==> src/cpuPkg.sv <==
`default_nettype none

package cpuPkg;

	// Data widths
	typedef logic [31:0] word;
	typedef logic [63:0] dword;

	localparam int numRegs = 16;

	// One bit per general register
	typedef logic [numRegs-1:0] regMask;

	typedef logic [4:0] aluOpCode;
	typedef logic [4:0] busSel;

	// Bus source numbers, lowest wins on a strobe clash
	localparam busSel srcR0 = 5'd0;
	localparam busSel srcHi = 5'd16;
	localparam busSel srcLo = 5'd17;
	localparam busSel srcZHigh = 5'd18;
	localparam busSel srcZLow = 5'd19;
	localparam busSel srcPc = 5'd20;
	localparam busSel srcMdr = 5'd21;
	localparam busSel srcInPort = 5'd22;
	localparam int numSources = 23;

	// ALU operation codes
	localparam aluOpCode opAdd = 5'd0;
	localparam aluOpCode opSub = 5'd1;
	localparam aluOpCode opAnd = 5'd2;
	localparam aluOpCode opOr = 5'd3;
	localparam aluOpCode opShr = 5'd4;
	localparam aluOpCode opShl = 5'd5;
	localparam aluOpCode opRor = 5'd6;
	localparam aluOpCode opRol = 5'd7;
	localparam aluOpCode opMul = 5'd8;
	localparam aluOpCode opDiv = 5'd9;
	localparam aluOpCode opNeg = 5'd10;
	localparam aluOpCode opNot = 5'd11;

endpackage

`default_nettype wire

==> src/memoryDataReg.sv <==
`timescale 1ns/1ps
`default_nettype none

module memoryDataReg (
	input logic clk,
	input logic rstN,
	input logic mdrIn,
	input logic read,
	input cpuPkg::word busData,
	input cpuPkg::word memData,
	output cpuPkg::word mdrData
);

	cpuPkg::word mdrMux;

	// Memory side takes over on a read
	assign mdrMux = read ? memData : busData;

	always_ff @(posedge clk or negedge rstN) begin
		if (!rstN) begin
			mdrData <= '0;
		end else if (mdrIn) begin
			mdrData <= mdrMux;
		end
	end

endmodule

`default_nettype wire

==> config.mk <==
export PLATFORM = sky130hd
export DESIGN_NAME = memoryDataReg
export DESIGN_NICKNAME = d
export VERILOG_FILES = /design/src/cpuPkg.sv /design/src/memoryDataReg.sv
export SDC_FILE = /design/constraint.sdc
export NUM_CORES = 1
export LEC_CHECK = 0
export BUFFER_PORTS_ARGS = -buffer_cell sky130_fd_sc_hd__buf_2
export CORE_MARGIN = 3
export CORE_UTILIZATION = 41
export CTS_CLUSTER_SIZE = 16
export DETAILED_ROUTE_END_ITERATION = 16
export HOLD_SLACK_MARGIN = 0.15
export PLACE_DENSITY = 0.79
export SYNTH_ARGS = -nofsm -noshare
export SYNTH_HDL_FRONTEND = slang
export SYNTH_SLANG_ARGS = --single-unit
==> constraint.sdc <==
create_clock -name clk -period 0.8 [get_ports clk]
set_input_delay 0.16 -clock clk [delete_from_list [all_inputs] [get_ports clk]]
set_output_delay 0.16 -clock clk [all_outputs]
set_load 0.005 [all_outputs]
==> impl_metrics.csv <==
group,metric,value,unit
outcome,status,"complete, but fails checks",
outcome,violations,"negative setup slack",
global_route,grt_start_max_net_pins,33,
timing,final-setup-viol-count,34,
global_route,grt_use_total,17.46,%
layout,final_cells,299,
clocking,cts_buffers,5,
layout,diodes,0,
power_and_ir_drop,total_power,3878,µW
layout,top_regs,"mdrData x32",
timing,min_period_over_period,119.1,%
clocking,clockBufferDepth,2,
global_route,grt_pass1_wl,5934,µm
timing,finClkSkew,0,ns
setup_path,r2r_start,"mdrData[2]",
place,gp_congestion,0.7137,
timing,drv_slew,0,
detailed_routing,drt_iter0_markers,65,
setup_path,crit_path_start_kind,"flip-flop",
power_and_ir_drop,peakVddDrop,0.0008924,V
logic_synthesis,synth_nets,207,
logic_synthesis,synth_cells,139,
logic_synthesis,synth.area.top_cells,"dfrtp_1 53%, mux2i_1 21%, a21oi_1 11%",
floorplanning,core_area,3442,µm²
setup_path,worstSetupPathDepth,1,
timing,worst_pin_slew,0.1547,ns
setup_path,crit_path_max_incr_delay,0.39,ns
setup_path,crit_buf_inv,1,
setup_path,regToRegSetupSlack,-0.06,ns
global_route,overflow,0,
clocking,clockRootBuffer,"clkbuf_8",
setup_path,path_cells,"buf_2",
floorplanning,die_w,66.62,µm
timing,maxSlewHeadroom,89.39,%
timing,rsz0062_at_grt,"true",
timing,min_period,0.9525,ns
logic_synthesis,ys.flop_type,"dfrtp_1",
layout,largest_reg_flops,32,
logic_synthesis,synth_edf_count,0,
power_and_ir_drop,p_per_area,1718,nW/µm²
setup_path,rr_worst_depth,4,
logic_synthesis,synth_common_cells,"32 x a21oi_1, 32 x dfrtp_1, 32 x mux2i_1, 32 x nor2_1",
setup_path,worstReg2RegEnd,"mdrData[2]",
place,pre_cts_ws,-0.1369,ns
logic_synthesis,ys_seq_elements,32,
clocking,cts_tree,"yes",
logic_synthesis,synth_area,1506,µm²
place,dp_hpwl,2836,µm
global_route,grt_pass1_vias,1462,
layout,top_register,"mdrData",
setup_path,critPathSlowestCell,"dfrtp_1",
logic_synthesis,synth_seq_area_share,53.16,%
timing,max_freq,1.050,GHz
logic_synthesis,yosys_warnings,0,
detailed_routing,ant_nets,0,
logic_synthesis,synth_top_cell_by_area,"dfrtp_1",
setup_path,critPathMaxFanout,2,
clocking,path_clk_slew,0.06,ns
layout,seq_area,800.8,µm²
clocking,clock_sinks,32,
clocking,h-tree-depth,2,
place,portBuffers,99,
floorplanning,dieArea,4438,µm²
setup_path,cp_data_arrival_time,0.79,ns
floorplanning,start_util,43.77,%
global_route,antenna_found_initial,0,
setup_path,worst_setup_path_end_kind,"output pin",
timing,hold_viol_final,0,
hold_path,min_to,"mdrData[22]",
setup_path,path_class,"flip-flop to output pin",
hold_path,whs_path_depth,3,
detailed_routing,vias_per_cell,4.689,
floorplanning,ios,100,
floorplanning,placementRows,21,
power_and_ir_drop,leakage,0.001184,µW
setup_path,cp.required,0.64,ns
logic_synthesis,ys_types,9,
detailed_routing,num_vias,1402,
detailed_routing,avgRoutedWirePerCell,12.73,µm
clocking,clk_latency,0.27,ns
layout,multi_input_area,618.1,µm²
logic_synthesis,async_reset_ff_share,100.0,%
setup_path,crit_start,"mdrData[22]",
floorplanning,die_h,66.62,µm
layout,area_growth,49.83,%
logic_synthesis,synth_area_per_cell,10.84,µm²
detailed_routing,detail_route.first_pass.iterations,2,
place,post-place-cells,278,
layout,nets,321,
setup_path,path_delay_family,"flip-flops",
layout,fill_cells,311,
run,drv_cap,0,
hold_path,min_path_type,"input port to flip-flop",
detailed_routing,routed_wl,3807,µm
timing,timing.final.ws_setup,-0.1525,ns
hold_path,min_from,"busData[22]",
detailed_routing,drc,0,
layout,drive_above_1_share,50.59,%
logic_synthesis,synth_top_area_share,53.16,%
cells in the final DEF, fill, tap and decap left out:
cell	n
a21oi_1	32
buf_12	5
buf_2	99
buf_4	13
clkbuf_1	1
clkbuf_8	5
clkinv_2	1
dfrtp_1	32
dlygate4sd3_1	1
mux2i_1	32
nor2_1	27
nor2_2	4
nor2_4	1
metrics by stage:
| stage | hold slack (ns) | cell area, µm² | TNS, ns | utilization (%) |
|---|---|---|---|---|
| after global routing | 0.1942 | 2257 | -5.551 | 65.58 |
| after CTS | 0.1781 | 2180 | -4.607 | 63.32 |
| after detailed placement | 0.1304 | 2054 | -3.004 | 59.69 |
| final | 0.1796 | 2257 | -4.362 | 65.58 |
| after global placement | 0.1281 | 2054 | -2.460 | 59.69 |
| after floorplan | -0.1356 | 1506 | 0 | - |
how the worst max path moves through the flow:
stage                   to  slack [ns]
2_1_floorplan   mdrData[0]        0.01
3_3_place_gp    mdrData[0]       -0.12
3_5_place_dp    mdrData[8]       -0.14
4_1_cts        mdrData[21]       -0.16
5_1_grt        mdrData[22]       -0.19
6_report       mdrData[22]       -0.15
timing repair:
item                       4_1_cts  5_1_grt
setup endpoints to repair       32       33
gates resized for setup          0        6
hold buffers                     1        0
setup buffers                    5        8
hold endpoints to repair        32        0
power by group:
part / total (µW) / internal, µW / switching (µW)
sequential: 1880 / 1790 / 87.6
clock: 1100 / 589 / 510
combinational: 900 / 509 / 392
logic make-up (layout without fill, tap and decap cells):
group | after synthesis | count (layout) | share of synthesized area (%)
AOI/OAI and AO/OA | 32 | 32 | 10.63
buffers and inverters | 11 | 125 | 6.977
DFF | 32 | 32 | 53.16
muxes | 32 | 32 | 21.26
and+or+nand+nor | 32 | 32 | 7.974
area by class of cell:
class | instances | share of cell area (%)
multi-input combinational | 96 | 27.38
clock inverter | 1 | 0.2217
tap | 46 | 2.550
sequential | 32 | 35.48
clock buffer | 6 | 3.215
timing repair buffer | 118 | 31.15
metal layers:
layer | part of all wire (%) | vias to the layer above | GRT usage, %
met3 | 8.9 | 4 | 4.553
met5 | 0 | - | 0
met1 | 38 | 633 | 18.65
li1 | - | 705 | -
met4 | 0.76 | 0 | 5.584
met2 | 53 | 60 | 32.92
No activity file was read; power rests on OpenSTA's default activity.
