**src/cpuPkg.sv**
```systemverilog
`default_nettype none

package cpuPkg;

	// Data widths
	typedef logic [31:0] word;
	typedef logic [63:0] dword;

	localparam int numRegs = 16;

	// One bit per general register
	typedef logic [numRegs-1:0] regMask;

	typedef logic [4:0] aluOpCode;
	typedef logic [4:0] busSel;

	// Bus source numbers, lowest wins on a strobe clash
	localparam busSel srcR0 = 5'd0;
	localparam busSel srcHi = 5'd16;
	localparam busSel srcLo = 5'd17;
	localparam busSel srcZHigh = 5'd18;
	localparam busSel srcZLow = 5'd19;
	localparam busSel srcPc = 5'd20;
	localparam busSel srcMdr = 5'd21;
	localparam busSel srcInPort = 5'd22;
	localparam int numSources = 23;

	// ALU operation codes
	localparam aluOpCode opAdd = 5'd0;
	localparam aluOpCode opSub = 5'd1;
	localparam aluOpCode opAnd = 5'd2;
	localparam aluOpCode opOr = 5'd3;
	localparam aluOpCode opShr = 5'd4;
	localparam aluOpCode opShl = 5'd5;
	localparam aluOpCode opRor = 5'd6;
	localparam aluOpCode opRol = 5'd7;
	localparam aluOpCode opMul = 5'd8;
	localparam aluOpCode opDiv = 5'd9;
	localparam aluOpCode opNeg = 5'd10;
	localparam aluOpCode opNot = 5'd11;

endpackage

`default_nettype wire

```
**src/busMux.sv**
```systemverilog
`timescale 1ns/1ps
`default_nettype none

module busMux (
	input cpuPkg::regMask regOut,
	input logic hiOut,
	input logic loOut,
	input logic zHighOut,
	input logic zLowOut,
	input logic pcOut,
	input logic mdrOut,
	input logic inPortOut,
	input cpuPkg::word regData [cpuPkg::numRegs],
	input cpuPkg::word hiData,
	input cpuPkg::word loData,
	input cpuPkg::word zHighData,
	input cpuPkg::word zLowData,
	input cpuPkg::word pcData,
	input cpuPkg::word mdrData,
	input cpuPkg::word inPortData,
	output cpuPkg::word busData
);

	logic [cpuPkg::numSources-1:0] outStrobes;
	cpuPkg::busSel sel;
	logic selValid;

	// Strobe bit position equals the source number
	assign outStrobes = {inPortOut, mdrOut, pcOut, zLowOut, zHighOut, loOut, hiOut, regOut};

	// Priority encoder, scanning down so the lowest number is kept
	always_comb begin
		sel = cpuPkg::srcR0;
		selValid = 1'b0;
		for (int i = cpuPkg::numSources - 1; i >= 0; i--) begin
			if (outStrobes[i]) begin
				sel = cpuPkg::busSel'(i);
				selValid = 1'b1;
			end
		end
	end

	always_comb begin
		busData = '0;
		if (selValid) begin
			case (sel)
				cpuPkg::srcHi: busData = hiData;
				cpuPkg::srcLo: busData = loData;
				cpuPkg::srcZHigh: busData = zHighData;
				cpuPkg::srcZLow: busData = zLowData;
				cpuPkg::srcPc: busData = pcData;
				cpuPkg::srcMdr: busData = mdrData;
				cpuPkg::srcInPort: busData = inPortData;
				// Sources 0 to 15 are the general registers
				default: busData = regData[sel[3:0]];
			endcase
		end
	end

	// Bus drivers must never contend
	always_comb begin
		assert final ($onehot0(outStrobes))
			else $error("busMux: more than one out strobe high (%b)", outStrobes);
	end

endmodule

`default_nettype wire

```
**config.mk**
```make
export PLATFORM = sky130hd
export DESIGN_NAME = busMux
export DESIGN_NICKNAME = d
export VERILOG_FILES = /design/src/cpuPkg.sv /design/src/busMux.sv
export SDC_FILE = /design/constraint.sdc
export NUM_CORES = 1
export LEC_CHECK = 0
export BUFFER_PORTS_ARGS = -buffer_cell sky130_fd_sc_hd__buf_4
export CAP_MARGIN = 30
export CORE_AREA = 4 4 301 303
export DETAILED_ROUTE_END_ITERATION = 6
export DIE_AREA = 0 0 305 307
export GPL_ROUTABILITY_DRIVEN = 0
export PLACE_DENSITY_LB_ADDON = 0.2
export SLEW_MARGIN = 25
export SYNTH_ARGS = -nofsm -noshare
export SYNTH_HDL_FRONTEND = slang
export SYNTH_SLANG_ARGS = --single-unit
```
**constraint.sdc**
```tcl
create_clock -name vclk -period 4.1
set_clock_uncertainty 0.15 [all_clocks]
set_input_delay 0.82 -clock vclk [all_inputs]
set_output_delay 0.82 -clock vclk [all_outputs]
set_load 0.02 [all_outputs]
```
==> results by group <==
Drt
  • Via count: 13500
  • Routed wl met3: 5.41 mm
  • Remaining DRCs: 0
  • Drt total wl: 90.9 mm
  • DR iter-0 viols: 1019
  • Met2 Routed Length: 46.9 mm
  • WL/cell: 28.2 µm
  • TritonRoute pass-1 iters: 5
  • WL met1: 36.8 mm
  • ANT nets after route: 0
  • Max Used Layer: met5
  • DR vias/cell: 4.20

Die
  • Starting Density: 0.0728
  • DIE HEIGHT: 307 µm
  • Die X: 305 µm
  • Area of the die: 0.0936 mm²
  • Row count: 109
  • IO Pins: 791
  • Core outline area: 0.0880 mm²

Cells and area
  • Final core utilization: 0.209
  • Synthesis-to-layout area growth: 187%
  • Fillers: 9951
  • Share of layout cells above drive strength 1: 0.660
  • Seq cells: 0
  • Final cell count without fillers: 3220
  • Seq. cell area: 0 µm²
  • Clock buffers: 0
  • Fin nets: 2811

Global routing
  • Largest net degree at the start of global routing: 35
  • Total grt overflow: 0
  • Initial antenna violation count: 11
  • First-pass GRT wire length: 117 mm
  • Tot GR Track Use: 0.175
  • Vias in the first global route: 14600

Placement
  • Dpl ws: -1.18 ns
  • Port Buffers: 791
  • Placed cell count: 3157
  • Dpl hpwl: 73.5 mm

Setup path
  • Nature of the critical path endpoint: output pin
  • Bufs and invs on worst path: 8
  • CP arrival: 3.60 ns
  • Worst endpoint required time: 3.13 ns
  • Critical-path top delay cell: a211oi_4
  • Worst-path fanout max: 7
  • Setup crit start kind: input port
  • CP cell instances: buf_8 > nor3b_4 > o31ai_4 > a211oi_4 > o311ai_4 > buf_6 > buf_12 > nor4_4 > buf_12 > buf_12 > buf_12 > a221oi_4 > a221oi_2 > buf_4 > o311a_1 > buf_6
  • Cell family with most CP delay: buffers and inverters
  • CP max stage delay: 0.37 ns
  • Crit path top cell by count: buf_12
  • Critical path type: in -> out

Synth
  • Top post-synthesis cells by area: nand2_1 16%, o21ai_0 8.2%, a31oi_1 6.2%
  • Syn Nets: 1845
  • Largest area contributor in the netlist: nand2_1
  • Post-synthesis sequential area ratio: 0
  • Cell Area, Synth: 0.00640 mm²
  • Synth Instances: 1086
  • Synthesis Warnings: 0
  • Yosys top cell area share: 0.159
  • Cell variety after synth: 65
  • Synthesized area per cell: 5.89 µm²

Power
  • Worst IR Drop VDD: 0.0000570 V
  • Pwr Density: 126 mW/mm²
  • Leak: 0.00805 µW

Timing
  • Worst hold slack: 1.96 ns
  • TNS Setup: -11.43 ns
  • Post-route setup slack: -0.468 ns
  • Final hold vios: 0
  • Slew margin rel.: 0.654
  • Final Max Slew Viols: 0
  • F_max: 219 MHz
  • RSZ-0062 raised after global routing: true
  • Final setup vio count: 32
  • Worst-Margin Slew: 0.519 ns
  • Final Critical Period: 4.57 ns
  • Tcrit/Tclk final: 1.11

Run status
  • Failing checks: setup timing
  • Status: complete, but fails checks

CTS
  • Post-CTS Hold Fix Bufs: 0

Min path
  • Hold crit path type: in -> out

Job
  • Max-cap viol count: 0
-- power by group --
part / total (µW) / internal [µW] / switching, µW
Combinational: 2310 / 1220 / 1090
Clock: 0.000141 / 0.000141 / 0
Sequential: 0 / 0 / 0
Total: 2310 / 1220 / 1090
-- synth_stat cells, drive strengths merged, types with 6 or more instances --
cell and number:
nand3 60, a22oi 13, o311a 12, mux2i 27
a311oi 24, nor2 77, clkbuf 52, a31oi 63
a221o 15, a32oi 9, nor4 7, o22ai 29
a22o 10, a221oi 21, nand2 272, a31o 9
buf 66, a21oi 43, o2111ai 20, o21ai 119
nand2b 6, o221ai 44, o211ai 6, and3 15
mux2 26
-- metrics by stage --
stage / power [µW] / cell area (µm²)
after floorplan: 610 / 6400
after global placement: 1860 / 15400
after detailed placement: 1860 / 15400
after CTS: 2140 / 17200
after global routing: 2450 / 18400
final: 2310 / 18400
-- placed cells by master, fill, tap and decap left out, drive strengths merged, types with 12 or more instances in the layout --
master / netlist / routed
o21ai: 119 / 119
a21oi: 43 / 43
buf: 66 / 1072
mux2i: 27 / 27
a31oi: 63 / 63
mux2: 26 / 26
o22ai: 29 / 29
a311oi: 24 / 24
a221oi: 21 / 21
a221o: 15 / 15
o2111ai: 20 / 20
a22oi: 13 / 13
and3: 15 / 15
o311a: 12 / 12
nor2: 77 / 77
nand2: 272 / 272
nand3: 60 / 60
o221ai: 44 / 44
-- worst min-delay path, stage by stage --
cell and delay [ns]:
buf_4 0.08, o21ai_0 0.07, a31oi_1 0.17, buf_4 0.15
-- cells by family (layout without fill, tap and decap cells) --
group / Yosys count / in the layout / share of synthesized area
AOI/OAI and AO/OA: 461 / 461 / 0.519
and+or+nand+nor: 450 / 450 / 0.302
buffers and inverters: 122 / 1086 / 0.0913
muxes: 53 / 53 / 0.0880
other: 0 / 5 / 0
-- repair_timing --
item,in CTS,in global routing
endpoints found under the setup margin,32,32
cloned,9,9
pin swaps,39,69
buffers inserted,32,29
gates resized for setup,279,165
-- worst paths after layout --
check	start	to	slack (ns)	depth (start not counted)
setup / recovery	mdrOut	busData[15]	-0.47	16
hold / removal	regData[93]	busData[29]	1.96	4
-- layout make-up --
class	count	area, µm²	area share
Inverter	4	15.0	0.000817
Antenna cell	5	12.5	0.000681
Timing Repair Buffer	1082	9420	0.513
Multi-Input combinational cell	964	7460	0.406
Tap cell	1165	1460	0.0794
-- layer usage --
layer / vias up / GRT usage
li1: 6170 / -
met1: 6549 / 0.214
met2: 723 / 0.325
met3: 83 / 0.0299
met4: 2 / 0.0264
met5: - / 0
Note: power is estimated with default switching activity, not from simulation.
