===== config.mk =====
export PLATFORM = sky130hd
export DESIGN_NAME = registerFile
export DESIGN_NICKNAME = d
export VERILOG_FILES = /design/src/cpuPkg.sv /design/src/registerFile.sv
export SDC_FILE = /design/constraint.sdc
export NUM_CORES = 1
export LEC_CHECK = 0
export ABC_AREA = 1
export BUFFER_PORTS_ARGS = -buffer_cell sky130_fd_sc_hd__buf_2
export CAP_MARGIN = 0
export CELL_PAD_IN_SITES_DETAIL_PLACEMENT = 0
export CELL_PAD_IN_SITES_GLOBAL_PLACEMENT = 2
export CORE_MARGIN = 5
export CORE_UTILIZATION = 30
export CTS_CLUSTER_SIZE = 30
export DETAILED_ROUTE_END_ITERATION = 6
export PLACE_DENSITY = 0.85
export SLEW_MARGIN = 20
export SYNTH_ARGS = -nofsm -noshare
export SYNTH_HDL_FRONTEND = slang
export SYNTH_SLANG_ARGS = --single-unit

===== constraint.sdc =====
create_clock -name clk -period 1.2 [get_ports clk]
set_input_delay 0.12 -clock clk [delete_from_list [all_inputs] [get_ports clk]]
set_output_delay 0.12 -clock clk [all_outputs]
set_load 0.05 [all_outputs]

===== src/cpuPkg.sv =====
`default_nettype none

package cpuPkg;

	// Data widths
	typedef logic [31:0] word;
	typedef logic [63:0] dword;

	localparam int numRegs = 16;

	// One bit per general register
	typedef logic [numRegs-1:0] regMask;

	typedef logic [4:0] aluOpCode;
	typedef logic [4:0] busSel;

	// Bus source numbers, lowest wins on a strobe clash
	localparam busSel srcR0 = 5'd0;
	localparam busSel srcHi = 5'd16;
	localparam busSel srcLo = 5'd17;
	localparam busSel srcZHigh = 5'd18;
	localparam busSel srcZLow = 5'd19;
	localparam busSel srcPc = 5'd20;
	localparam busSel srcMdr = 5'd21;
	localparam busSel srcInPort = 5'd22;
	localparam int numSources = 23;

	// ALU operation codes
	localparam aluOpCode opAdd = 5'd0;
	localparam aluOpCode opSub = 5'd1;
	localparam aluOpCode opAnd = 5'd2;
	localparam aluOpCode opOr = 5'd3;
	localparam aluOpCode opShr = 5'd4;
	localparam aluOpCode opShl = 5'd5;
	localparam aluOpCode opRor = 5'd6;
	localparam aluOpCode opRol = 5'd7;
	localparam aluOpCode opMul = 5'd8;
	localparam aluOpCode opDiv = 5'd9;
	localparam aluOpCode opNeg = 5'd10;
	localparam aluOpCode opNot = 5'd11;

endpackage

`default_nettype wire


===== src/registerFile.sv =====
`timescale 1ns/1ps
`default_nettype none

module registerFile (
	input logic clk,
	input logic rstN,
	input cpuPkg::regMask regIn,
	input logic hiIn,
	input logic loIn,
	input cpuPkg::word busData,
	output cpuPkg::word regData [cpuPkg::numRegs],
	output cpuPkg::word hiData,
	output cpuPkg::word loData
);

	// General registers R0 to R15
	always_ff @(posedge clk or negedge rstN) begin
		if (!rstN) begin
			for (int i = 0; i < cpuPkg::numRegs; i++) begin
				regData[i] <= '0;
			end
		end else begin
			for (int i = 0; i < cpuPkg::numRegs; i++) begin
				if (regIn[i]) begin
					regData[i] <= busData;
				end
			end
		end
	end

	// HI and LO
	always_ff @(posedge clk or negedge rstN) begin
		if (!rstN) begin
			hiData <= '0;
			loData <= '0;
		end else begin
			if (hiIn) begin
				hiData <= busData;
			end
			if (loIn) begin
				loData <= busData;
			end
		end
	end

	// Load strobes stay quiet while reset is held
	assert property (@(posedge clk) !rstN |-> (regIn == '0))
		else $error("registerFile: regIn %h high during reset", regIn);

endmodule

`default_nettype wire


==> flow_summary.rst <==
.. list-table::
   :header-rows: 1

   * - Metric
     - Value
   * - Max-cap check violation count
     - 0
   * - Layout net count
     - 3574
   * - Violations in the final reports
     - negative setup slack
   * - Sequential-to-total area share from yosys stat
     - 0.618
   * - IR drop worst, VDD
     - 0.912 mV
   * - Routed wire length on met3
     - 7410 um
   * - Dominant delay contributor by cell family on the critical path
     - flip-flops
   * - Detailed-route wire length
     - 90600 um
   * - Global-route wire length before repair
     - 131000 um
   * - Run status
     - finished with violations
   * - Detailed Place HPWL
     - 58700 um
   * - Router iterations before antenna repair
     - 5
   * - Share of the core filled with cells
     - 0.468
   * - Fmax
     - 746 MHz
   * - Hold/Removal Path Class
     - in2reg
   * - Clock H-tree levels
     - 3
   * - Clock insertion delay at the later pin of the skew report
     - 590 ps
   * - Routability cong.
     - 0.772
   * - Total die area
     - 83400 um^2
   * - Fin cells
     - 4611
   * - Number of nets produced by synthesis
     - 2564
   * - Critical path launch point type
     - flip-flop
   * - Pwr Density
     - 1670 nW/um^2
   * - Depth of the most critical reg-to-reg path
     - 4
   * - Number of nets with antenna violations after routing
     - 0
   * - Worst hold path depth
     - 3
   * - Clk root buf
     - sky130_fd_sc_hd__clkbuf_16
   * - Mean area per synthesized cell
     - 9.28 um^2
   * - Clock period minus worst slack
     - 1340 ps
   * - #FFs+latches synth
     - 576
   * - Post-route standard cell area excluding fillers
     - 36100 um^2
   * - Slowest CP cell
     - sky130_fd_sc_hd__dfrtp_1
   * - Number of design rule violations left after detail routing
     - 0
   * - Startpoint of the lowest-slack register-to-register path
     - regData[386]$_DFFE_PN0P_
   * - Num Clock Sinks
     - 576
   * - Die height
     - 289 um
   * - Number of setup violations in the final report
     - 577
   * - Post-Route Skew
     - 0 ps
   * - Clk pin slew, worst setup/hold paths
     - 60 ps
   * - Period utilisation layout
     - 1.12
   * - Multi-input gate area in the final layout
     - 6870 um^2
   * - Buffer depth of the longest clock path
     - 3
   * - Final count of pins violating max slew
     - 0
   * - Placed cell count
     - 4072
   * - Syn-to-layout area delta
     - 54.9%
   * - Worst slew slack as a fraction of its limit
     - 0.539
   * - Total global-route track usage
     - 0.207
   * - Overflow after GRT
     - 0
   * - Crit Reg-Reg Endpoint
     - regData[386]$_DFFE_PN0P_
   * - Wl on met1
     - 38300 um
   * - Critical Path Max Stage Delay
     - 430 ps
   * - Worst hold slack
     - 49.0 ps
   * - Internal reg-to-reg setup slack
     - 320 ps
   * - Total of fill cells in the finished design
     - 7265
   * - Syn Std Cell Area
     - 23300 um^2
   * - Commonest cells after routing, fill and taps aside
     - 1574 x sky130_fd_sc_hd__nand2_1, 578 x sky130_fd_sc_hd__buf_6, 574 x sky130_fd_sc_hd__dfrtp_1, 420 x sky130_fd_sc_hd__buf_4, 154 x sky130_fd_sc_hd__nand2_2
   * - Uppermost layer routed
     - met4
   * - Placed Area
     - 26900 um^2
   * - Vias in the first global route
     - 20200
   * - Number of DRC markers in iteration 0
     - 1106
   * - Initial core utilization
     - 0.302
   * - Met2 layer wire length in the routed design
     - 42900 um
   * - Share of final-layout standard cells stronger than drive strength 1
     - 0.382
   * - Maximum number of pins on one net before global-route repair
     - 78
   * - Crit path buf inv count
     - 1
   * - Count of port buffers added during placement
     - 627
   * - Worst Hold End
     - regData[51]$_DFFE_PN0P_
   * - RSZ-0062 raised after global routing
     - true
   * - Netlist cell types
     - 10
   * - Most common library cell in the layout ignoring fill and taps
     - sky130_fd_sc_hd__nand2_1
   * - Footprint of the flip-flops and latches
     - 14400 um^2
   * - Die extent in x
     - 289 um
   * - Final worst-path setup slack
     - -141 ps
   * - Yosys warnings
     - 0
   * - Crit Path Max Fanout
     - 2
   * - TritonCTS clock tree
     - built
   * - Sort of element at the end of the critical path
     - output port
   * - Data arrival time of the worst path
     - 1220 ps
   * - Synthesized instance count
     - 2512
   * - Placeable core area
     - 77200 um^2
   * - Total number of vias
     - 20100
   * - Kind of critical path
     - reg2out
   * - Setup WS pre-CTS
     - 250 ps
   * - Final Hold Viols
     - 0
   * - Power Total
     - 60.1 mW
   * - Number of core rows
     - 102
   * - Post-Route Setup TNS
     - -44630 ps
   * - Slew at the pin closest to its max-slew limit
     - 692 ps
   * - WL/cell
     - 19.7 um
   * - Vias per cell
     - 4.35
   * - Number of buffers added by the clock tree synthesis step
     - 67
   * - Series of cell instances along the critical path
     - buf_6
   * - Static power due to leakage
     - 19.6 nW
   * - Worst Hold Launch
     - busData[19]
   * - Number of antenna violations at the first check in global routing
     - 2
   * - I/O Pins
     - 628
   * - Required time reported for the critical path endpoint
     - 1080 ps
worst max-delay path by stage:
| stage | cells after the start | slack, ps | endpoint | from |
|---|---|---|---|---|
| after floorplan | 2 | 360 | hiData[10]$_DFFE_PN0P_ | hiData[10]$_DFFE_PN0P_ |
| after global placement | 3 | 250 | regData[300]$_DFFE_PN0P_ | busData[12] |
| after detailed placement | 3 | 250 | regData[76]$_DFFE_PN0P_ | busData[12] |
| after CTS | 1 | -200 | regData[410] | regData[410]$_DFFE_PN0P_ |
| after global routing | 1 | -180 | regData[174] | regData[174]$_DFFE_PN0P_ |
| final | 1 | -140 | regData[174] | regData[174]$_DFFE_PN0P_ |
power by group:
group	leakage, nW	switching (mW)	internal [mW]
Sequential	7.01	1.52	21.2
Combinational	11.5	10.5	5.91
Clock	1.13	8.56	12.5
cell families after synthesis:
kind of cell | Yosys count | share of synthesized area
buf+inv | 208 | 0.0867
simple gates | 1728 | 0.295
flops | 576 | 0.618
state kept, by name (all words and copies together) (netlist names):
signal / cells
hiData: 32
loData: 32
regData: 512
layer usage:
metal / track usage / up-vias
li1: - / 9467
met1: 0.270 / 9831
met2: 0.341 / 661
met3: 0.0616 / 109
met4: 0.0536 / 0
met5: 0 / -
cells in the mapped netlist:
master                    count  area share
sky130_fd_sc_hd__buf_12      12       0.010
sky130_fd_sc_hd__buf_4      104       0.034
sky130_fd_sc_hd__buf_6       70       0.034
sky130_fd_sc_hd__buf_8        4      0.0026
sky130_fd_sc_hd__dfrtp_1    576        0.62
sky130_fd_sc_hd__inv_4       10      0.0027
sky130_fd_sc_hd__inv_6        1     0.00038
sky130_fd_sc_hd__inv_8        7      0.0034
sky130_fd_sc_hd__nand2_1   1574        0.25
sky130_fd_sc_hd__nand2_2    154       0.041
layout make-up:
class,instances,share of cell area
Tap cell,1040,0.0360
Sequential cell,576,0.399
Antenna cell,1,0.0000693
Clock inverter,22,0.00818
Multi-Input combinational cell,1728,0.190
Clock buffer,95,0.0546
Timing Repair inverter,1,0.000243
Inverter,18,0.00468
Timing Repair Buffer,1130,0.307
timing repair:
action	in CTS	in global routing
pin swaps	0	0
setup buffers	219	153
hold buffers	47	3
cloned	0	1
endpoints found under the hold margin	1086	1
gates resized for setup	1153	9
endpoints found under the setup margin	576	589
Power figures use the tool's default switching activity.
