$ cat src/cpuPkg.sv
`default_nettype none

package cpuPkg;

	// Data widths
	typedef logic [31:0] word;
	typedef logic [63:0] dword;

	localparam int numRegs = 16;

	// One bit per general register
	typedef logic [numRegs-1:0] regMask;

	typedef logic [4:0] aluOpCode;
	typedef logic [4:0] busSel;

	// Bus source numbers, lowest wins on a strobe clash
	localparam busSel srcR0 = 5'd0;
	localparam busSel srcHi = 5'd16;
	localparam busSel srcLo = 5'd17;
	localparam busSel srcZHigh = 5'd18;
	localparam busSel srcZLow = 5'd19;
	localparam busSel srcPc = 5'd20;
	localparam busSel srcMdr = 5'd21;
	localparam busSel srcInPort = 5'd22;
	localparam int numSources = 23;

	// ALU operation codes
	localparam aluOpCode opAdd = 5'd0;
	localparam aluOpCode opSub = 5'd1;
	localparam aluOpCode opAnd = 5'd2;
	localparam aluOpCode opOr = 5'd3;
	localparam aluOpCode opShr = 5'd4;
	localparam aluOpCode opShl = 5'd5;
	localparam aluOpCode opRor = 5'd6;
	localparam aluOpCode opRol = 5'd7;
	localparam aluOpCode opMul = 5'd8;
	localparam aluOpCode opDiv = 5'd9;
	localparam aluOpCode opNeg = 5'd10;
	localparam aluOpCode opNot = 5'd11;

endpackage

`default_nettype wire

$ cat src/programCounter.sv
`timescale 1ns/1ps
`default_nettype none

module programCounter (
	input logic clk,
	input logic rstN,
	input logic pcIn,
	input logic incPc,
	input cpuPkg::word busData,
	output cpuPkg::word pcData
);

	// Bus load has priority over increment
	always_ff @(posedge clk or negedge rstN) begin
		if (!rstN) begin
			pcData <= '0;
		end else if (pcIn) begin
			pcData <= busData;
		end else if (incPc) begin
			pcData <= pcData + 32'd1;
		end
	end

endmodule

`default_nettype wire

$ cat config.mk
export PLATFORM = sky130hd
export DESIGN_NAME = programCounter
export DESIGN_NICKNAME = d
export VERILOG_FILES = /design/src/cpuPkg.sv /design/src/programCounter.sv
export SDC_FILE = /design/constraint.sdc
export NUM_CORES = 1
export LEC_CHECK = 0
export ABC_AREA = 1
export BUFFER_PORTS_ARGS = -buffer_cell sky130_fd_sc_hd__buf_2
export CELL_PAD_IN_SITES_DETAIL_PLACEMENT = 0
export CELL_PAD_IN_SITES_GLOBAL_PLACEMENT = 1
export CORE_MARGIN = 5
export CORE_UTILIZATION = 38
export CTS_CLUSTER_SIZE = 8
export DETAILED_ROUTE_END_ITERATION = 12
export PLACE_DENSITY_LB_ADDON = 0.1
export SLEW_MARGIN = 30
export SYNTH_ARGS = -nofsm -noshare
export SYNTH_HDL_FRONTEND = slang
export SYNTH_SLANG_ARGS = --single-unit
$ cat constraint.sdc
create_clock -name clk -period 2.14 [get_ports clk]
set_input_delay 0.107 -clock clk [delete_from_list [all_inputs] [get_ports clk]]
set_output_delay 0.107 -clock clk [all_outputs]
set_load 0.01 [all_outputs]
==> results of run 1 <==
==> power groups by stage <==
stage | registers [mW] | clock network, mW | logic [mW]
after floorplan | 0.788 | 0 | 0.178
after global placement | 0.778 | 0 | 0.355
after detailed placement | 0.779 | 0 | 0.358
after CTS | 0.768 | 0.511 | 0.361
after global routing | 0.783 | 0.538 | 0.397
final | 0.769 | 0.494 | 0.352
==> final cells by class <==
class / count / area, um2
clock buffers: 6 / 82.58
clock inverters: 2 / 10.01
fillers: 628 / 2850
inverters: 28 / 105.1
multi-input cells: 256 / 1275
flip-flops and latches: 32 / 800.8
well taps: 72 / 90.09
repair buffers: 70 / 360.3
==> worst max-delay path, delay by kind of cell, from the launching register on <==
family                   cells  cell delay, ns
adder cells (fa/ha/maj)      1            0.19
flip-flops                   1            0.41
AND/OR/NAND/NOR              7            0.83
==> cell usage in the layout (no fill, tap or decap) <==
cell and n:
nor2_1 33, dfrtp_1 32, o21ai_0 6, buf_4 2, inv_1 28, o211ai_1 2
clkinv_2 2, nor2_4 7, o21bai_1 2, nor2_2 7, nand2_4 1, and2_1 2
nand2_1 117, a22oi_1 25, xor2_1 9, o21ai_1 1, buf_2 67, dlygate4sd3_1 1
nand2_2 5, nand3_1 36, clkbuf_8 6, a21oi_1 2, ha_1 1
==> repair_timing <==
item                      CTS  global route
hold buffers                1             0
buffers inserted            0             0
hold endpoints to repair   32             0
==> layer usage <==
metal	vias to the layer above	wire [um]	global-route usage (%)
li1	1188	-	-
met1	1116	2963	24.42
met2	51	3179	30.39
met3	6	338	3.612
met4	0	63	4.249
met5	-	0	0
==> stage by stage <==
step | hold WS (ns) | power (mW)
2_1_floorplan | -0.1886 | 0.9659
3_3_place_gp | 0.2260 | 1.133
3_5_place_dp | 0.2260 | 1.137
4_1_cts | 0.02649 | 1.640
5_1_grt | 0.02452 | 1.718
6_report | 0.03297 | 1.615
==> logic make-up after synthesis <==
logic type               after synthesis
buffers and inverters                 37
AO/OA/AOI/OAI                         38
flip-flops                            32
XOR/XNOR                               9
AND/OR/NAND/NOR                      208
adder cells (fa/ha/maj)                1
==> final timing paths <==
kind                              end  depth (start not counted)       start  slack (ns)
max                        pcData[30]                          8   pcData[0]        0.60
min                         pcData[4]                          3  busData[4]        0.03
max reg2reg                pcData[30]                          8   pcData[0]        0.60
min reg2reg                 pcData[1]                          2   pcData[1]        0.55
max in group asynchronous  pcData[12]                          2        rstN        1.23
min in group asynchronous   pcData[1]                          2        rstN        0.43
==> impl_results.rst, run 1 <==
.. list-table::
   :header-rows: 1

   * - Metric
     - Value
   * - Registers with the highest flip-flop counts
     - pcData (32)
   * - Share of the core filled with cells
     - 48.87%
   * - Accumulated negative setup slack
     - 0 ns
   * - Crit path kind
     - reg2reg
   * - Part of the power in combinational logic
     - 21.8%
   * - Maximum number of pins on one net before global-route repair
     - 33
   * - Overflow left after global routing
     - 0
   * - CP max-delay cell
     - dfrtp_1
   * - DRC violation total after the first TritonRoute iteration
     - 96
   * - Number of global-route vias before repair
     - 2249
   * - Max IR drop VDD
     - 0.2906 mV
   * - Number of placed instances, taps included
     - 457
   * - Final setup margin
     - 0.6014 ns
   * - Compound-gate portion of the synthesized area
     - 11.84%
   * - Tcrit/Tclk final
     - 71.90%
   * - Switching power as a share of total power
     - 33.56%
   * - H-Tree Level Count
     - 2
   * - Number of synthesized register bits
     - 32
   * - Proportion of synthesized chip area in sequential cells
     - 36.10%
   * - Commonest cells in the netlist
     - nand2_1, nand3_1, nor2_1, dfrtp_1, inv_1
   * - Detailed-route wire length per cell
     - 14.04 um
   * - Power per unit of standard cell area
     - 592.9 nW/um2
   * - Post-synthesis cell type count
     - 20
   * - Mapped Nets
     - 362
   * - Critical Path AT
     - 1.72 ns
   * - Async SR Flop Fraction
     - 100.0%
   * - Cell-by-cell trace of the critical path
     - ha_1, nand2_1, nor2_4, nand2_1, nor2_4, nand3_1, nand3_1, nand2_1
   * - Clk network pwr share
     - 30.6%
   * - Ratio of cells with drive above 1 in the final layout
     - 24.62%
   * - Flip-flop count of the largest register, all copies and words added
     - 32
   * - TritonCTS sink count
     - 32
   * - Count of endpoints failing setup in the final report
     - 0
   * - Number of enable flip-flop cells after synthesis
     - 0
   * - TritonCTS clock tree
     - built
   * - Total Wirelength
     - 6.544 mm
   * - Antenna Cells
     - 0
   * - Dominant combinational cell family by area after synthesis
     - simple AND/OR/NAND/NOR gates
   * - Number of iterations in the first detailed-routing pass
     - 4
   * - Number of DRC violations after detailed routing
     - 0
   * - Cell types with the largest area share after synthesis
     - dfrtp_1, nand2_1, a22oi_1
   * - Routed via count divided by cell count
     - 5.067
   * - Crit path top cell by count
     - nand2_1
   * - Place WS
     - 0.4373 ns
   * - Number of port buffers
     - 67
   * - Cell taking the most area after synthesis
     - dfrtp_1
   * - Routability congestion estimate
     - 0.7966
   * - Average size of a mapped cell
     - 6.826 um2
   * - Area share of the largest cell type after synthesis
     - 36.10%
   * - Power spent charging and discharging nets
     - 0.5421 mW
   * - Crit path largest cell delay
     - 0.41 ns
   * - Area fraction in and, or, nand and nor cells after synthesis
     - 41.40%
   * - HPWL after detailed placement
     - 4.930 mm
   * - Antenna violations before repair
     - 0
   * - DIE AREA
     - 7466 um2
   * - Final Non-Filler Cells
     - 466
   * - Syn Std Cell Area
     - 2218 um2
   * - Cell with the most instances after synthesis
     - nand2_1
   * - RSZ-0062 raised after global routing
     - no
   * - GR Util All Layers
     - 18.27%
   * - Synth Area in Adders
     - 0.5640%
   * - Cell Area, Placed
     - 2621 um2
   * - Worst hold path type
     - in2reg
   * - Layout Cell Area excl Fill
     - 2724 um2
   * - Final Hold Vio Count
     - 0
   * - Count of pins over their slew limit
     - 0
   * - Effective utilization at floorplan
     - 39.80%
   * - Xor and xnor area share after synthesis
     - 3.553%
   * - Crit end category
     - flip-flop
   * - Area growth from synthesis to layout
     - 22.79%
   * - NumNets Final
     - 430
   * - Number of cell rows
     - 27
   * - CTS Root Cell
     - clkbuf_8
   * - Portion of total power attributed to sequential cells
     - 47.6%
   * - CTS resizes
     - 0
   * - Peak fanout along the critical path
     - 6
   * - Time the final worst path needs with I/O delays and setup
     - 1.539 ns
   * - Vert. Die Dim
     - 86.41 um
   * - Post-route ant nets
     - 0
   * - Slew at the pin with the worst max-slew slack
     - 0.8171 ns
   * - Top Ports
     - 68
   * - Achievable Freq
     - 0.6499 GHz
   * - Floorplan die width
     - 86.41 um
   * - Global-route wire length before repair
     - 10.99 mm
   * - Most used flip-flop cell after synthesis
     - dfrtp_1
   * - Share of synthesized area spent on multiplexers
     - 0%
   * - CTS Buf Count
     - 5
   * - Clock skew after layout
     - 0.006637 ns
   * - Core region area
     - 5574 um2
   * - Vias
     - 2361
   * - Number of buffers on the longest clock path
     - 2
   * - Data required, critical path
     - 2.32 ns
   * - Result of the run
     - completed
   * - Instance count of the mapped netlist
     - 325
   * - Crit start category
     - flip-flop
   * - Cell leakage power
     - 1.347 nW
   * - Internal power
     - 1.073 mW
   * - Clock Latency Late Sink
     - 0.29 ns
   * - Slew HR
     - 45.47%
   * - Top reg by flops
     - pcData
   * - Clock transition at the registers of the reported paths
     - 0.07 ns
   * - Max-Cap Viols
     - 0
   * - Synth warn
     - 0
No activity file was read; power rests on OpenSTA's default activity.
==> inputs of run 2 (changes only) <==
- CORE_UTILIZATION: 38 -> 32
- clock period: 2.14 -> 1.35 ns (I/O delays scaled with it)
==> run 2 against run 1 <==
The run now ends with negative setup slack left. Register-to-register slack lost 0.72 ns. Final area grew 21%. Largest cell class unchanged. Die area grew 16%. Hold slack lost 0.020 ns. Largest power group unchanged. Cell count grew 15%. Sequential share of layout area shrank 5.0 points. Critical path depth is the same. Via count grew 9.8%.
==> impl_results.rst, run 2 (synthesis gave the netlist of run 1 again) <==
.. list-table::
   :header-rows: 1

   * - Metric
     - Value
   * - Achievable Freq
     - 0.6811 GHz (+4.8%)
   * - Vert. Die Dim
     - 93.26 um (+7.9%)
   * - Floorplan die width
     - 93.26 um (+7.9%)
   * - Crit path kind
     - reg2reg
   * - Violations in the final reports
     - negative setup slack
   * - Antenna violations before repair
     - 0 (unchanged)
   * - Clock transition at the registers of the reported paths
     - 0.07 ns (about the same)
   * - Peak fanout along the critical path
     - 6 (unchanged)
   * - Top library cells by usage in the layout, fill and taps aside
     - nand2_1, buf_2, buf_4
   * - Result of the run
     - finished with violations
   * - Maximum number of pins on one net before global-route repair
     - 19 (-42%)
   * - Worst Hold Depth
     - 3 (unchanged)
   * - Cell Area, Placed
     - 3064 um2 (+17%)
   * - Most common cell after layout, fill and taps aside
     - nand2_1
   * - Slew at the pin with the worst max-slew slack
     - 0.4323 ns (-0.3848 ns)
   * - Clock skew after layout
     - 0.005862 ns (-0.0007757 ns)
   * - Slew HR
     - 71.15% (+26 points)
   * - CTS Root Cell
     - clkbuf_8
   * - Flip-flop count of the largest register, all copies and words added
     - 32 (unchanged)
   * - Tcrit/Tclk final
     - 108.8% (+37 points)
   * - Crit start category
     - flip-flop
   * - FF-to-FF Start
     - pcData[1]
   * - Register area
     - 803.3 um2 (+0.31%)
   * - Final Hold Vio Count
     - 0 (unchanged)
   * - Core region area
     - 6756 um2 (+21%)
   * - Layout Cell Area excl Fill
     - 3298 um2 (+21%)
   * - H-Tree Level Count
     - 2 (unchanged)
   * - Data required, critical path
     - 1.53 ns (-0.79 ns)
   * - Worst hold path type
     - in2reg
   * - Cell leakage power
     - 1.667 nW (+24%)
   * - R2r worst-path depth
     - 8 (unchanged)
   * - Antenna Cells
     - 0 (unchanged)
   * - TritonCTS clock tree
     - built
   * - Number of cell rows
     - 30 (+11%)
   * - HPWL after detailed placement
     - 6.038 mm (+22%)
   * - Count of pins over their slew limit
     - 0 (unchanged)
   * - Power per unit of standard cell area
     - 841.2 nW/um2 (+42%)
   * - Detailed-route wire length per cell
     - 14.33 um (+2.1%)
   * - Critical Path AT
     - 1.65 ns (-0.07 ns)
   * - CP Launch Point
     - pcData[1]
   * - Clock Latency Late Sink
     - 0.29 ns (about the same)
   * - Vias
     - 2592 (+9.8%)
   * - Area growth from synthesis to layout
     - 48.67%
   * - Max-Cap Viols
     - 0 (unchanged)
   * - Effective utilization at floorplan
     - 32.83% (-7.0 points)
   * - Number of DRC violations after detailed routing
     - 0 (unchanged)
   * - Final setup margin
     - -0.1182 ns (-0.7195 ns)
   * - Ratio of cells with drive above 1 in the final layout
     - 39.04% (+14 points)
   * - Total Wirelength
     - 7.682 mm (+17%)
   * - Time the final worst path needs with I/O delays and setup
     - 1.468 ns (-0.07046 ns)
   * - GR Util All Layers
     - 18.16% (-0.11 points)
   * - Routability congestion estimate
     - 0.8644 (+8.5%)
   * - Number of buffers on the longest clock path
     - 2 (unchanged)
   * - Post-route ant nets
     - 0 (unchanged)
   * - End point of the critical path
     - pcData[22]
   * - Routed via count divided by cell count
     - 4.836 (-4.6%)
   * - Area of the multi-input gates
     - 1358 um2 (+6.5%)
   * - Max IR drop VDD
     - 0.3914 mV (+35%)
   * - R2R Path End
     - pcData[22]
   * - Number of port buffers
     - 67 (unchanged)
   * - DIE AREA
     - 8697 um2 (+16%)
   * - TritonCTS sink count
     - 32 (unchanged)
   * - Global-route wire length before repair
     - 12.39 mm (+13%)
   * - CTS Buf Count
     - 5 (unchanged)
   * - Reg2Reg Setup Slack
     - -0.12 ns (-0.72 ns)
   * - RSZ-0062 raised after global routing
     - yes
   * - Top reg by flops
     - pcData
   * - Hold WS
     - 0.01291 ns (-0.02006 ns)
   * - Number of iterations in the first detailed-routing pass
     - 4 (unchanged)
   * - Registers with the highest flip-flop counts
     - pcData (32)
   * - Overflow left after global routing
     - 0 (unchanged)
   * - Count of endpoints failing setup in the final report
     - 23 (+23)
   * - Number of fillers in the final layout
     - 716 (+14%)
   * - NumNets Final
     - 493 (+15%)
   * - DRC violation total after the first TritonRoute iteration
     - 126 (+31%)
   * - Number of global-route vias before repair
     - 2604 (+16%)
   * - Crit end category
     - flip-flop
   * - Top Ports
     - 68 (unchanged)
==> run 2: area by class of cell <==
cell class	count	area share, %
multi-input cells	256	41.16
flip-flops and latches	32	24.36
clock inverters	1	0.1517
inverters	28	3.187
well taps	80	3.035
clock buffers	6	2.200
repair buffers	133	25.91
==> run 2: where the power goes <==
| part | internal (mW) | switching, mW | leakage [nW] |
|---|---|---|---|
| Sequential | 1.06 | 0.106 | 0.387 |
| Combinational | 0.422 | 0.454 | 1.24 |
| Clock | 0.351 | 0.381 | 0.0410 |
==> run 2: layer usage <==
layer  up-vias  global-route usage [%]  part of all wire (%)
li1       1315                       -                     -
met1      1206                   23.34                    44
met2        62                   30.73                    49
met3         9                   3.781                   5.2
met4         0                   5.006                   1.2
met5         -                       0                     0
==> run 2: worst max-delay path: stages, from the launching register on <==
cell and delay, ns:
dfrtp_1 0.38, ha_2 0.20, nand2_2 0.07, nor2_4 0.15, nand2_2 0.10, nor2_4 0.21, nand3_1 0.10, nand3_1 0.09
nand2_1 0.05
==> run 2: through the flow <==
stage / TNS, ns / worst slack (ns) / instances / utilization [%] / total power [mW]
final: -1.148 / -0.1182 / 536 / 48.81 / 2.774
after global routing: -3.411 / -0.2145 / 536 / 48.81 / 2.967
after CTS: -0.9749 / -0.1292 / 532 / 47.39 / 2.787
after detailed placement: -1.034 / -0.1124 / 520 / 45.35 / 2.016
after global placement: -0.7540 / -0.08970 / 520 / 45.35 / 2.003
after floorplan: -0.3366 / -0.05170 / 325 / - / 1.535
==> run 2: what timing repair did <==
action | CTS | global route
resized for setup | 6 | 22
hold endpoints to repair | 16 | 0
setup buffers | 2 | 4
pin swaps | 6 | 20
setup endpoints to repair | 19 | 28
hold buffers | 3 | 0
==> run 2: worst min path at each step <==
stage	start	to	slack (ns)
finish	busData[26]	pcData[26]	0.01
global route	busData[17]	pcData[17]	0.02
CTS	busData[25]	pcData[25]	0.004
detailed placement	rstN	pcData[22]	0.03
global placement	rstN	pcData[22]	0.03
floorplan	rstN	pcData[0]	-0.23
==> inputs of run 3 (changes only) <==
- CORE_ASPECT_RATIO: unset -> 0.9
==> run 3 against run 2 <==
The flow still finishes with violations (negative setup slack). Hold slack better by 0.0030 ns. Via count down 4.5%. Critical path depth unchanged. Power down 3.1%. Sequential share of layout area up 0.31 points. Routed wire length down 4.2%. Cell count unchanged. Sequential cell count unchanged. Sequential power about the same. Critical endpoint is now pcData[10]. Largest cell class unchanged.
==> impl_results.rst, run 3 (synthesis gave the netlist of run 1 again) <==
.. list-table::
   :header-rows: 1

   * - Metric
     - Value
   * - Result of the run
     - finished with violations
   * - Violations in the final reports
     - negative setup slack
   * - Final setup margin
     - -0.1025 ns (+0.01568 ns)
   * - Hold WS
     - 0.01596 ns (+0.003043 ns)
   * - Area of the multi-input gates
     - 1370 um2 (+0.92%)
   * - Number of buffers on the longest clock path
     - 2 (unchanged)
   * - Number of fillers in the final layout
     - 702 (-2.0%)
   * - Maximum number of pins on one net before global-route repair
     - 33 (+14)
   * - R2r worst-path depth
     - 8 (unchanged)
   * - Cell leakage power
     - 1.648 nW (-1.1%)
   * - Clock skew after layout
     - 0.007121 ns (+0.001259 ns)
   * - Registers with the highest flip-flop counts
     - pcData (32)
   * - Most common cell after layout, fill and taps aside
     - nand2_1
   * - Total Wirelength
     - 7.356 mm (-4.2%)
   * - H-Tree Level Count
     - 2 (unchanged)
   * - Crit start category
     - flip-flop
   * - Slew at the pin with the worst max-slew slack
     - 0.2912 ns (-0.1410 ns)
   * - Post-route ant nets
     - 0 (unchanged)
   * - Reg2Reg Setup Slack
     - -0.10 ns (+0.02 ns)
   * - Critical Path AT
     - 1.67 ns (+0.02 ns)
   * - CTS Buf Count
     - 5 (unchanged)
   * - Number of cell rows
     - 28 (-6.7%)
   * - Routability congestion estimate
     - 0.8199 (-5.1%)
   * - Overflow left after global routing
     - 0 (unchanged)
   * - Clock transition at the registers of the reported paths
     - 0.06 ns (about the same)
   * - CP top delay family
     - simple AND/OR/NAND/NOR gates
   * - Effective utilization at floorplan
     - 33.33% (+0.49 points)
   * - Flip-flop count of the largest register, all copies and words added
     - 32 (unchanged)
   * - DRC violation total after the first TritonRoute iteration
     - 67 (-47%)
   * - Final Hold Vio Count
     - 0 (unchanged)
   * - Time the final worst path needs with I/O delays and setup
     - 1.452 ns (-0.01568 ns)
   * - Number of port buffers
     - 67 (unchanged)
   * - GR Util All Layers
     - 17.62% (-0.54 points)
   * - Number of buffers and inverters on the critical path
     - 0 (unchanged)
   * - Number of DRC violations after detailed routing
     - 0 (unchanged)
   * - Top Ports
     - 68 (unchanged)
   * - Tcrit/Tclk final
     - 107.6% (-1.2 points)
   * - Vias
     - 2476 (-4.5%)
   * - Cell-by-cell trace of the critical path
     - ha_2, nand2_4, nor2_4, nand2_4, nor2_4, xor2_1, nand2_1, nand2_1
   * - Antenna Cells
     - 0 (unchanged)
   * - Instance count on the critical path
     - 8 (unchanged)
   * - Crit path largest cell delay
     - 0.36 ns (-0.02 ns)
   * - CP Launch Point
     - pcData[1]
   * - Ratio of cells with drive above 1 in the final layout
     - 38.34% (-0.69 points)
   * - Area growth from synthesis to layout
     - 46.59%
   * - Number of global-route vias before repair
     - 2534 (-2.7%)
   * - Core region area
     - 6656 um2 (-1.5%)
   * - Top reg by flops
     - pcData
   * - RSZ-0062 raised after global routing
     - yes
   * - Number of iterations in the first detailed-routing pass
     - 4 (unchanged)
   * - Slew HR
     - 80.59% (+9.4 points)
   * - DIE AREA
     - 8700 um2 (about the same)
   * - Worst hold path type
     - in2reg
   * - Max IR drop VDD
     - 0.4758 mV (+22%)
   * - Floorplan die width
     - 97.77 um (+4.8%)
   * - Cell Area, Placed
     - 3024 um2 (-1.3%)
   * - End point of the critical path
     - pcData[10]
   * - TritonCTS clock tree
     - built
   * - Clock Latency Late Sink
     - 0.28 ns (about the same)
   * - Antenna violations before repair
     - 0 (unchanged)
   * - Vert. Die Dim
     - 88.99 um (-4.6%)
   * - Register area
     - 802.0 um2 (-0.16%)
   * - Count of endpoints failing setup in the final report
     - 14 (-39%)
   * - NumNets Final
     - 485 (-1.6%)
   * - CP max-delay cell
     - dfrtp_1
   * - FF-to-FF Start
     - pcData[1]
   * - Power per unit of standard cell area
     - 827.0 nW/um2 (-1.7%)
   * - Routed via count divided by cell count
     - 4.619 (-4.5%)
   * - HPWL after detailed placement
     - 5.601 mm (-7.2%)
   * - Global-route wire length before repair
     - 12.18 mm (-1.7%)
   * - Detailed-route wire length per cell
     - 13.72 um (-4.2%)
   * - Achievable Freq
     - 0.6885 GHz (+1.1%)
   * - Count of pins over their slew limit
     - 0 (unchanged)
   * - Peak fanout along the critical path
     - 5 (-1)
   * - Max-Cap Viols
     - 0 (unchanged)
   * - Crit end category
     - flip-flop
   * - Top library cells by usage in the layout, fill and taps aside
     - nand2_1, buf_2, buf_4
   * - Crit path kind
     - reg2reg
   * - TritonCTS sink count
     - 32 (unchanged)
   * - Data required, critical path
     - 1.57 ns (+0.04 ns)
   * - CTS Root Cell
     - clkbuf_8
   * - Layout Cell Area excl Fill
     - 3252 um2 (-1.4%)
   * - R2R Path End
     - pcData[10]
[run 3: cell count changes in the layout (fill, tap and decap cells not counted), moves of 2 or more]
cell,delta
dlygate4sd3_1,-2
buf_4,-7
nand2_2,-2
nand3_2,+2
nand3_1,-2
nand2_4,+2
[run 3: layout make-up]
class / instances / area share, %
multi-input combinational: 256 / 42.13
tap: 90 / 3.463
timing repair buffer: 125 / 24.39
sequential: 32 / 24.66
clock buffer: 5 / 2.116
inverter: 28 / 3.232
[run 3: how the worst min path moves through the flow]
stage                          start   endpoint  slack [ns]  depth (start not counted)
final                     busData[4]  pcData[4]        0.02                          3
after floorplan                 rstN  pcData[0]       -0.23                          0
after global placement          rstN  pcData[3]        0.04                          2
after global routing      busData[1]  pcData[1]        0.03                          3
after detailed placement        rstN  pcData[3]        0.04                          2
after CTS                 busData[4]  pcData[4]        0.01                          3
[run 3: where the power goes]
part	total (mW)	switching [mW]	internal, mW
Clock	0.663	0.330	0.332
Combinational	0.857	0.448	0.410
Sequential	1.17	0.109	1.06
Total	2.69	0.887	1.80
[run 3: worst register-to-register path: stages, from the launching register on]
cell	delay, ns
dfrtp_1	0.36
ha_2	0.21
nand2_4	0.07
nor2_4	0.15
nand2_4	0.13
nor2_4	0.18
xor2_1	0.16
nand2_1	0.07
nand2_1	0.06
[run 3: what timing repair did]
action,in CTS,in global routing
hold buffers,1,0
hold endpoints to repair,32,0
buffers inserted,4,3
pin swaps,11,23
setup endpoints to repair,12,28
gates resized for setup,5,24
[run 3: routing by layer]
metal / GRT usage, % / vias to the layer above / wire (um) / share of wire [%]
li1: - / 1292 / - / -
met1: 24.99 / 1128 / 3849 / 52
met2: 28.00 / 52 / 3100 / 42
met3: 3.978 / 4 / 364 / 4.9
met4: 3.270 / 0 / 42 / 0.57
met5: 0 / - / 0 / 0
[run 3: stage by stage]
step	TNS (ns)	instances	util [%]	total power [mW]	setup slack, ns
after floorplan	-0.3366	325	-	1.535	-0.05170
after global placement	-0.6930	523	45.43	1.990	-0.1017
after detailed placement	-1.056	523	45.43	1.996	-0.1449
after CTS	-1.167	533	47.29	2.680	-0.1257
after global routing	-3.474	536	48.85	2.859	-0.1987
final	-0.8124	536	48.85	2.689	-0.1025
